`config.mk`:
```
export PLATFORM = sky130hd
export DESIGN_NAME = trace_csr
export DESIGN_NICKNAME = d
export VERILOG_FILES = /design/src/mcu_trace_pkg.sv /design/src/trace_csr.sv
export SDC_FILE = /design/constraint.sdc
export NUM_CORES = 1
export LEC_CHECK = 0
export BUFFER_PORTS_ARGS = -buffer_cell sky130_fd_sc_hd__buf_4
export CORE_AREA = 2 2 128 130
export CTS_BUF_LIST = sky130_fd_sc_hd__clkbuf_8
export CTS_CLUSTER_SIZE = 40
export DETAILED_ROUTE_END_ITERATION = 10
export DIE_AREA = 0 0 130 132
export PLACE_DENSITY_LB_ADDON = 0.05
export SLEW_MARGIN = 20
export SYNTH_ARGS = -nofsm -noshare
export SYNTH_HDL_FRONTEND = slang
export SYNTH_SLANG_ARGS = --single-unit
```
`constraint.sdc`:
```
create_clock -name clk -period 1.3 [get_ports clk]
set_clock_uncertainty 0.05 [all_clocks]
set_input_delay 0.065 -clock clk [delete_from_list [all_inputs] [get_ports clk]]
set_output_delay 0.065 -clock clk [all_outputs]
set_load 0.01 [all_outputs]
```
`src/mcu_trace_pkg.sv`:
```
// MCU trace buffer shared types, register map and buffer sizing

package mcu_trace_pkg;

    ////////////////////////////////////////////////////////////////////////////
    // Buffer sizing
    ////////////////////////////////////////////////////////////////////////////

    // Packets held in the circular store
    localparam int TRACE_NUM_ENTRIES = 64;
    // Dwords per captured packet
    localparam int TRACE_PACKET_DWORDS = 4;
    // Depth in dwords, reported through CONFIG
    localparam int TRACE_DEPTH_DWORDS = TRACE_NUM_ENTRIES * TRACE_PACKET_DWORDS;

    // Packet index and dword select widths
    localparam int TRACE_ENTRY_IDX_WIDTH = $clog2(TRACE_NUM_ENTRIES);
    localparam int TRACE_WORD_SEL_WIDTH = $clog2(TRACE_PACKET_DWORDS);
    // Dword pointer, packet index on top of dword select
    localparam int TRACE_PTR_WIDTH = TRACE_ENTRY_IDX_WIDTH + TRACE_WORD_SEL_WIDTH;

    ////////////////////////////////////////////////////////////////////////////
    // Register map
    ////////////////////////////////////////////////////////////////////////////

    localparam int REG_ADDR_WIDTH = 5;

    localparam logic [REG_ADDR_WIDTH-1:0] REG_STATUS = 5'h00;
    localparam logic [REG_ADDR_WIDTH-1:0] REG_CONFIG = 5'h04;
    localparam logic [REG_ADDR_WIDTH-1:0] REG_DATA   = 5'h08;
    localparam logic [REG_ADDR_WIDTH-1:0] REG_WR_PTR = 5'h0C;
    // Only writable register
    localparam logic [REG_ADDR_WIDTH-1:0] REG_RD_PTR = 5'h10;

    // DMI side address of the read pointer
    localparam int DMI_ADDR_WIDTH = 7;
    localparam logic [DMI_ADDR_WIDTH-1:0] DMI_TRACE_RD_PTR_ADDR = 7'h5D;

    ////////////////////////////////////////////////////////////////////////////
    // Types
    ////////////////////////////////////////////////////////////////////////////

    // Stored packet, dword 0 in the low bits
    typedef struct packed {
        logic [24:0] reserved;   // dword 3, bits 31:7
        logic        interrupt;  // dword 3, bit 6
        logic [4:0]  ecause;     // dword 3, bits 5:1
        logic        exception;  // dword 3, bit 0
        logic [31:0] tval;       // dword 2
        logic [31:0] address;    // dword 1
        logic [31:0] insn;       // dword 0
    } trace_packet_t;

    // Retire trace port of the core
    typedef struct packed {
        logic        valid;
        logic [31:0] insn;
        logic [31:0] address;
        logic        exception;
        logic [4:0]  ecause;
        logic        interrupt;
        logic [31:0] tval;
    } trace_port_t;

    // Register bus request, single cycle strobe
    typedef struct packed {
        logic                      req;
        logic                      write;
        logic [REG_ADDR_WIDTH-1:0] addr;
        logic [31:0]               wdata;
        logic [3:0]                wstrb;
    } bus_req_t;

    // Register bus response, one cycle after the request
    typedef struct packed {
        logic        rsp_valid;
        logic [31:0] rdata;
        logic        error;
    } bus_rsp_t;

    // Register mirror seen by the debug module
    typedef struct packed {
        logic [31:0] trace_status;
        logic [31:0] trace_config;
        logic [31:0] trace_wr_ptr;
        logic [31:0] trace_rd_ptr;
        logic [31:0] trace_data;
    } dmi_trace_regs_t;

endpackage

```
`src/trace_csr.sv`:
```
// Trace buffer register block for the host bus and the debug module mirror
`timescale 1ns/100ps

module trace_csr (
    input  logic                                      clk,
    input  logic                                      rst_b,

    // Gates bus access and the DMI mirror
    input  logic                                      debug_en,

    // Register bus
    input  mcu_trace_pkg::bus_req_t                   bus_req,
    output mcu_trace_pkg::bus_rsp_t                   bus_rsp,

    // Debug module access
    input  logic                                      dmi_reg_wen,
    input  logic [mcu_trace_pkg::DMI_ADDR_WIDTH-1:0]  dmi_reg_addr,
    input  logic [31:0]                               dmi_reg_wdata,
    output mcu_trace_pkg::dmi_trace_regs_t            dmi_reg,

    // Store status and read data
    input  logic [mcu_trace_pkg::TRACE_PTR_WIDTH-1:0] wr_ptr,
    input  logic                                      valid_data,
    input  logic                                      wrapped,
    input  logic [31:0]                               rd_data,

    // Read pointer toward the store
    output logic [mcu_trace_pkg::TRACE_PTR_WIDTH-1:0] rd_ptr
);

    // Register words, shared by the bus read mux and the DMI mirror
    logic [31:0] status_word;
    logic [31:0] config_word;
    logic [31:0] wr_ptr_word;
    logic [31:0] rd_ptr_word;
    logic [31:0] data_word;

    // Bus decode
    logic        bus_acc;
    logic        reg_hit;
    logic [31:0] reg_rdata;
    logic        access_err;

    // Read pointer update
    logic        rd_ptr_bus_wr;
    logic        rd_ptr_dmi_wr;
    logic [31:0] wr_mask;
    logic [31:0] rd_ptr_merged;

    // Response registers
    logic        rsp_valid_q;
    logic        rsp_error_q;
    logic [31:0] rsp_rdata_q;

    ////////////////////////////////////////////////////////////////////////////
    // Register words
    ////////////////////////////////////////////////////////////////////////////

    assign status_word = {30'b0, wrapped, valid_data};
    assign config_word = 32'(mcu_trace_pkg::TRACE_DEPTH_DWORDS);
    assign wr_ptr_word = 32'(wr_ptr);
    assign rd_ptr_word = 32'(rd_ptr);
    // Dword addressed by the read pointer
    assign data_word   = rd_data;

    ////////////////////////////////////////////////////////////////////////////
    // Bus decode
    ////////////////////////////////////////////////////////////////////////////

    // Requests only reach the registers in debug mode
    assign bus_acc = bus_req.req && debug_en;

    // Read mux, anything off the map is a miss
    always_comb begin
        reg_hit   = 1'b1;
        reg_rdata = '0;
        case (bus_req.addr)
            mcu_trace_pkg::REG_STATUS: reg_rdata = status_word;
            mcu_trace_pkg::REG_CONFIG: reg_rdata = config_word;
            mcu_trace_pkg::REG_DATA:   reg_rdata = data_word;
            mcu_trace_pkg::REG_WR_PTR: reg_rdata = wr_ptr_word;
            mcu_trace_pkg::REG_RD_PTR: reg_rdata = rd_ptr_word;
            default:                   reg_hit   = 1'b0;
        endcase
    end

    // Debug off, unmapped offset, or write to a read-only register
    assign access_err = !debug_en || !reg_hit ||
                        (bus_req.write && (bus_req.addr != mcu_trace_pkg::REG_RD_PTR));

    ////////////////////////////////////////////////////////////////////////////
    // Read pointer
    ////////////////////////////////////////////////////////////////////////////

    assign rd_ptr_bus_wr = bus_acc && bus_req.write &&
                           (bus_req.addr == mcu_trace_pkg::REG_RD_PTR);

    assign rd_ptr_dmi_wr = dmi_reg_wen && debug_en &&
                           (dmi_reg_addr == mcu_trace_pkg::DMI_TRACE_RD_PTR_ADDR);

    // Byte strobes expanded to a bit mask
    always_comb begin
        for (int b = 0; b < 4; b++) begin
            wr_mask[8*b +: 8] = {8{bus_req.wstrb[b]}};
        end
    end

    // Unstrobed bytes keep their current value
    assign rd_ptr_merged = (rd_ptr_word & ~wr_mask) | (bus_req.wdata & wr_mask);

    // Bus write beats a DMI write in the same cycle
    // Only the low pointer bits are kept, so values wrap modulo the depth
    always_ff @(posedge clk or negedge rst_b) begin
        if (!rst_b) begin
            rd_ptr <= '0;
        end else if (rd_ptr_bus_wr) begin
            rd_ptr <= rd_ptr_merged[mcu_trace_pkg::TRACE_PTR_WIDTH-1:0];
        end else if (rd_ptr_dmi_wr) begin
            rd_ptr <= dmi_reg_wdata[mcu_trace_pkg::TRACE_PTR_WIDTH-1:0];
        end
    end

    ////////////////////////////////////////////////////////////////////////////
    // Bus response
    ////////////////////////////////////////////////////////////////////////////

    // Valid and error pulse one cycle after each request
    always_ff @(posedge clk or negedge rst_b) begin
        if (!rst_b) begin
            rsp_valid_q <= 1'b0;
            rsp_error_q <= 1'b0;
        end else begin
            rsp_valid_q <= bus_req.req;
            rsp_error_q <= bus_req.req && access_err;
        end
    end

    // Read data, zero for writes and for requests outside debug mode
    always_ff @(posedge clk) begin
        if (bus_acc && !bus_req.write) begin
            rsp_rdata_q <= reg_rdata;
        end else begin
            rsp_rdata_q <= '0;
        end
    end

    assign bus_rsp.rsp_valid = rsp_valid_q;
    assign bus_rsp.rdata     = rsp_rdata_q;
    assign bus_rsp.error     = rsp_error_q;

    ////////////////////////////////////////////////////////////////////////////
    // DMI mirror
    ////////////////////////////////////////////////////////////////////////////

    // Whole mirror reads zero outside debug mode
    always_comb begin
        dmi_reg = '0;
        if (debug_en) begin
            dmi_reg.trace_status = status_word;
            dmi_reg.trace_config = config_word;
            dmi_reg.trace_wr_ptr = wr_ptr_word;
            dmi_reg.trace_rd_ptr = rd_ptr_word;
            dmi_reg.trace_data   = data_word;
        end
    end

endmodule

```
Yosys cells after proc, flatten, opt, wreduce, memory -nomap -nowiden

Index checks and enable logic that the tools add are counted.
Widths: inputs -> output; s select.

Equal/unequal tests: 6
Muxes and demuxes: 5
Bitwise logic cells: 4
Reductions and logical operators: 16

Operator list:

| operator           | number |
|---|---|
| $pmux 32 s5        | 1 |
| $mux 130           | 1 |
| $and 8x8->8        | 2 |
| $mux 8             | 2 |
| $eq 5x4->1 const B | 2 |
| $logic_and 1x1->1  | 8 |
| $not 8->8          | 1 |
| $or 8x8->8         | 1 |
| $eq 7x7->1 const B | 1 |
| $eq 5x3->1 const B | 1 |
| $eq 5x5->1 const B | 1 |
| $logic_not 5->1    | 1 |
| $ne 5x5->1 const B | 1 |
| $reduce_or 5->1    | 1 |
| $logic_not 1->1    | 3 |
| $logic_or 1x1->1   | 2 |
| $reduce_bool 2->1  | 1 |
| $mux 1             | 1 |

Bits in registers: 42
Input port bits: 128
Output and inout port bits: 202
Logic and storage cells: 35

Logic depth before layout (Yosys ltp)

Gate-level depths: netlist of the first run.

Depth after elaboration: 7
Mapped depth: 6
Mapped depth without buffers: 4

Worst setup path before layout of the first run

OpenSTA, ideal clock, no wires.

Path kind: in2reg
From: in bus_req[40] (netlist bit)
To: reg with a tool-made name
Setup time: 0.123 ns
Arrival: 1.180 ns
Data required time: 1.127 ns
Slack: -0.053 ns
Stages on the path: 5
Path buffers: 2
Path through: buf_2 -> and3b_1 -> buf_6 -> a311o_4 -> o221a_1

RTL lines:

| what        | line            | source |
|---|---|---|
| from (decl) | trace_csr.sv:12 | `input mcu_trace_pkg::bus_req_t bus_req,` |

==> results of run 1 <==
cell families (layout without fill, tap and decap cells):
group | Yosys count | in the layout | synth area share, %
flip-flops | 42 | 42 | 32.2
buffers and inverters | 129 | 255 | 33.0
other | 1 | 109 | 0.136
multiplexers | 2 | 2 | 0.814
AND/OR/NAND/NOR | 112 | 112 | 25.6
AO/OA/AOI/OAI | 23 | 23 | 8.24
timing repair:
item                                    4_1_cts  5_1_grt
hold buffers                                 56        0
setup buffers                                 0        0
hold endpoints to repair                     51        0
endpoints found under the setup margin        1        0
Yosys cell counts, drive strengths merged:
cell,n
buf,114
and2,51
dfxtp,32
and3,25
clkbuf,13
nand3b,11
dfrtp,10
nor2,9
o221a,8
a222oi,6
nand3,4
and4b,3
a21oi,2
a32oi,2
and3b,2
inv,2
mux2,2
nand2,2
o21ai,2
a2111o,1
a311o,1
and4,1
conb,1
nand2b,1
nand4,1
nand4b,1
nor3,1
o2111ai,1
where the power goes:
part / total, W / internal, W / switching (W) / leakage [nW]
combinational: 0.00103 / 0.000560 / 0.000474 / 1.98
sequential: 0.00138 / 0.00133 / 0.0000493 / 0.387
clock: 0.000878 / 0.000372 / 0.000506 / 0.0493
per-stage QoR:
| step | setup TNS (ns) | total power (W) | util, % | setup WS (ns) |
|---|---|---|---|---|
| finish | 0 | 0.00329 | 29.4 | 0.0637 |
| global route | 0 | 0.00353 | 29.4 | 0.00229 |
| CTS | 0 | 0.00339 | 29.4 | 0.0362 |
| detailed placement | -2.61 | 0.00232 | 25.3 | -0.125 |
| global placement | -2.70 | 0.00233 | 25.3 | -0.113 |
| floorplan | 0 | 0.00204 | - | 0.0251 |
worst paths after layout:
| path | from | endpoint | slack, ns | cells past startpoint |
|---|---|---|---|---|
| setup / recovery | flop | dmi_reg[32] | 0.06 | 3 |
| hold reg to reg | flop | rsp_rdata_q[3]$_SDFF_PN0_ | 0.55 | 2 |
| hold / removal | wr_ptr[1] | rsp_rdata_q[1]$_SDFF_PN0_ | 0.03 | 3 |
| min in group asynchronous | rst_b | async pin | 0.07 | 2 |
| max in group asynchronous | rst_b | async pin | 0.98 | 2 |
| setup reg to reg | flop | rsp_rdata_q[0]$_SDFF_PN0_ | 0.09 | 3 |
worst min-delay path, stage by stage:
cell,delay (ns)
buf_4,0.09
a32oi_1,0.07
a21oi_1,0.13
metal layers:
metal,GRT usage [%],vias up,part of all wire (%)
li1,-,1279,-
met1,12.4,1183,40
met2,19.1,149,51
met3,2.68,9,7.4
met4,3.76,0,1.6
met5,0,-,0
cell usage in the layout, fill, tap and decap left out, drive strengths merged, types with 4 or more instances in the layout:
cell         instances
o221a                8
nand3b              11
and3                25
buf                189
dlygate4sd3         56
nand3                4
dfrtp               10
a222oi               6
dfxtp               32
nor2                 9
and2                51
conb               109
clkbuf               5
area by class of cell:
class | instances | area, sq um
Fill cell | 1748 | 11100
Timing Repair Buffer | 245 | 1990
Multi-Input combinational cell | 246 | 1370
Sequential cell | 42 | 891
Tap cell | 216 | 270
Clock buffer | 5 | 68.8
Clock inverter | 3 | 17.5
Inverter | 2 | 7.51
==> results.toml, run 1 <==
[outcome]
status = "finished, final reports clean"

[detailed_routing]
antenna_left = 0
wl_per_cell_microns = 12.8
vias = 2620
post-route-drc-count = 0
wl_microns = 9740
vias_per_cell = 3.45
drt-initial-drc-count = 94
drt_first_pass_iters = 4

[die]
rows = 46
die_y_microns = 132
io-pin-count = 330
die_area_sq_mm = 0.0172
start_util_pct = 17.6
die_w_microns = 130
core-area_sq_mm = 0.0157

[critical_path]
critPathMostFrequentCell = "buf_4"
endpoint_kind = "primary output"
cp.arrival_ns = 1.12
crit_path_max_incr_delay_ns = 0.40
crit_family = "flip-flops"
cp_slowest_cell = "dfrtp_1"
crit_chain = "buf_4, and2_1, buf_4"
worstSetupStartpointType = "flop"
path_class = "flop to primary output"
crit_buf_inv = 2
cp_max_fo = 3
worstPathRequired_ns = 1.19

[clock_tree]
cts_resized = 0
clkLatencyLatePin_ns = 0.31
tritoncts = "built"
cts_buffer_depth = 2
cts_root_buf = "clkbuf_8"
cts_sinks = 42
clk_pin_slew_ns = 0.09
h-tree-depth = 2
numCtsBuffers = 5

[finish]
fin_cells = 759
drive_above_1_share_pct = 36.8
n_antenna_cell = 0
area_growth_pct = 66.8
fin_area_sq_mm = 0.00461
final_nets = 670

[global_route]
grt_start_max_net_pins = 28
grt_pass1_vias = 2452
grt_overflow_total = 0
track_usage_pct = 10.7
grt_pass1_wl_microns = 14000
antenna_found_initial = 0

[logic_synthesis]
synth.top_cell.area_share_pct = 30.4
syn_area_sq_mm = 0.00277
synth_seq_area_share_pct = 32.2
syn_area_per_cell_sq_um = 8.95
synth_area_leaders = "buf_4, dfxtp_1, and2_1, dfrtp_1, and3_1"
ys_seq_elements = 42
yosysTopAreaCell = "buf_4"
ys_warn_count = 0
yosysUniqueCellTypes = 30
synthCells = 309

[pwr]
peakVddDrop_v = 0.000353
p_leak_nw = 2.41
power_density_mw_per_mm2 = 714

[timing]
timing.final.max_slew_violations = 0
final_hold_viol_count = 0
setup_viol = 0
rsz0062_at_grt = "no"
fin_crit_ns = 1.24
hold_slack_ns = 0.0335
fmax_mhz = 809
fin_crit_sh_pct = 95.1

[place]
hpwl_microns = 7820
gp_congestion = 0.675
dp.cells = 696
numPortBuffers = 169
placed_area_sq_mm = 0.00397

[run]
maxCapViolations = 0

[min_path]
min_path_type = "primary input to flop"
No activity file was read; power rests on OpenSTA's default activity.
==> inputs of run 2 (changes only) <==
--- a/config.mk
+++ b/config.mk
@@ -13,2 +13,3 @@
 export DIE_AREA = 0 0 130 132
+export MAX_ROUTING_LAYER = met4
 export PLACE_DENSITY_LB_ADDON = 0.05
--- a/constraint.sdc
+++ b/constraint.sdc
@@ -4,2 +4,2 @@
 set_output_delay 0.065 -clock clk [all_outputs]
-set_load 0.01 [all_outputs]
+set_load 0.05 [all_outputs]
==> run 2 against run 1 <==
  * First-iteration DRC count fell by 12%
  * Largest power group is now combinational logic
  * Worst setup slack got worse by 0.00093 ns
  * Critical endpoint is now rsp_rdata_q[0]$_SDFF_PN0_
  * Worst hold slack improved by 0.00069 ns
  * Flip-flop and latch count did not move
  * Via count rose by 0.95%
  * Routed wire length rose by 0.66%
  * Global-route usage rose by 0.37 points
  * Die area did not move
  * Clock power rose by 0.6%
  * Register-to-register slack got worse by 0.03 ns
  * Non-clock buffer count fell by 3
  * Maximum frequency barely moved
==> results.toml, run 2 (synthesized netlist as in run 1, its figures left out) <==
[place]
numPortBuffers = 169
gp_congestion = 0.690
hpwl_microns = 7700

[critical_path]
cp_max_fo = 4
cp_slowest_cell = "dfrtp_2"
crit_chain = "mux2_2, a32oi_1, a21oi_1"
crit_path_max_incr_delay_ns = 0.44
worstSetupStartpointType = "flop"
worstPathRequired_ns = 1.45
endpoint_kind = "flop"
crit_family = "flip-flops"
path_class = "flop to flop"
crit_buf_inv = 0
cp.arrival_ns = 1.39

[pwr]
pwr-share-comb_pct = 46.8
swShare_pct = 46.7
p_sw_w = 0.00199
power_density_mw_per_mm2 = 925
power.internal_w = 0.00228
p_leak_nw = 2.40
peakVddDrop_v = 0.000357
design_power_total_w = 0.00427
p_seq_share_pct = 32.5
power.share.clock_pct = 20.7

[die]
io-pin-count = 330
die_area_sq_mm = 0.0172
core-area_sq_mm = 0.0157
die_w_microns = 130
rows = 46
start_util_pct = 17.6
die_y_microns = 132

[clock_tree]
numCtsBuffers = 5
cts_buffer_depth = 2
tritoncts = "built"
clkLatencyLatePin_ns = 0.31
h-tree-depth = 2
cts_root_buf = "clkbuf_8"
cts_sinks = 42
clk_pin_slew_ns = 0.09

[timing]
rsz0062_at_grt = "no"
fmax_mhz = 808
fin_crit_sh_pct = 95.2
setup_viol = 0
fin_crit_ns = 1.24
final_hold_viol_count = 0
timing.final.max_slew_violations = 0

[finish]
n_antenna_cell = 0
final_cell_mix = "buf_4, conb_1, dlygate4sd3_1"
mostFrequentLayoutCell = "buf_4"
drive_above_1_share_pct = 37.0
finish.utilization_pct = 29.4
area_growth_pct = 66.9
final_nets = 667

[detailed_routing]
vias_per_cell = 3.50
wl_per_cell_microns = 13.0
drt-initial-drc-count = 83
vias = 2645
post-route-drc-count = 0
wl_microns = 9800
antenna_left = 0
drt_first_pass_iters = 4

[outcome]
status = "finished, final reports clean"

[global_route]
track_usage_pct = 11.1
grt_pass1_vias = 2603
grt_start_max_net_pins = 32
antenna_found_initial = 0
grt_overflow_total = 0
grt_pass1_wl_microns = 14200

[min_path]
min_path_type = "primary input to flop"

[run]
maxCapViolations = 0
## run 2: cell types whose count changed in the layout (fill, tap and decap cells not counted)
cell / change
buf_4: -4
dfrtp_1: -2
dlygate4sd3_1: -1
dfrtp_2: +2
buf_12: +2
## run 2: worst paths after layout
check	start	endpoint	slack, ns	depth (start not counted)
worst max-delay path	flop	rsp_rdata_q[0]$_SDFF_PN0_	0.06	3
worst min-delay path	wr_ptr[1]	rsp_rdata_q[1]$_SDFF_PN0_	0.03	3
worst max register to register	flop	rsp_rdata_q[0]$_SDFF_PN0_	0.06	3
worst min register to register	flop	rsp_rdata_q[3]$_SDFF_PN0_	0.55	2
max in group asynchronous	rst_b	async pin	0.97	2
min in group asynchronous	rst_b	async pin	0.06	2
## run 2: metal layers
layer / GRT usage, % / vias to the layer above / routed length (microns) / part of all wire, %
met2: 19.2 / 157 / 5020 / 51
met5: - / - / 0 / 0
li1: - / 1279 / - / -
met4: 4.06 / 0 / 160 / 1.6
met3: 2.35 / 12 / 671 / 6.8
met1: 12.5 / 1197 / 3950 / 40
## run 2: power groups by stage
| stage | clock network, W | registers (W) | logic (W) |
|---|---|---|---|
| 2_1_floorplan | 0 | 0.00153 | 0.00148 |
| 3_3_place_gp | 0 | 0.00142 | 0.00187 |
| 3_5_place_dp | 0 | 0.00142 | 0.00187 |
| 4_1_cts | 0.000958 | 0.00139 | 0.00200 |
| 5_1_grt | 0.00100 | 0.00140 | 0.00209 |
| 6_report | 0.000883 | 0.00139 | 0.00200 |
## run 2: per-stage QoR
stage               setup TNS [ns]  hold slack (ns)  std cells  cell area, sq um  setup WS (ns)
global placement             -1.22           -0.134        693              3980         -0.118
CTS                              0           0.0231        756              4620         0.0398
floorplan                        0           -0.281        417              3170         0.0213
global route                     0           0.0460        756              4620        0.00359
finish                           0           0.0342        756              4620         0.0628
detailed placement           -1.12           -0.132        693              3980         -0.130
## run 2: final cells by class
cell class | instances | area [sq um]
Clock inverter | 3 | 17.5
Timing Repair Buffer | 242 | 1990
Fill cell | 1715 | 11100
Clock buffer | 5 | 68.8
Tap cell | 216 | 270
Multi-Input combinational cell | 246 | 1370
Sequential cell | 42 | 893
Inverter | 2 | 7.51
## run 2: tightest hold or removal path, delay by kind of cell
| family | cells | cell delay, ns |
|---|---|---|
| AOI/OAI and AO/OA | 2 | 0.20 |
| buffers and inverters | 1 | 0.09 |
## run 2: repair_timing
action,CTS,global route
buffers inserted,0,0
gates resized for setup,0,0
endpoints found under the hold margin,50,0
hold buffers,55,0
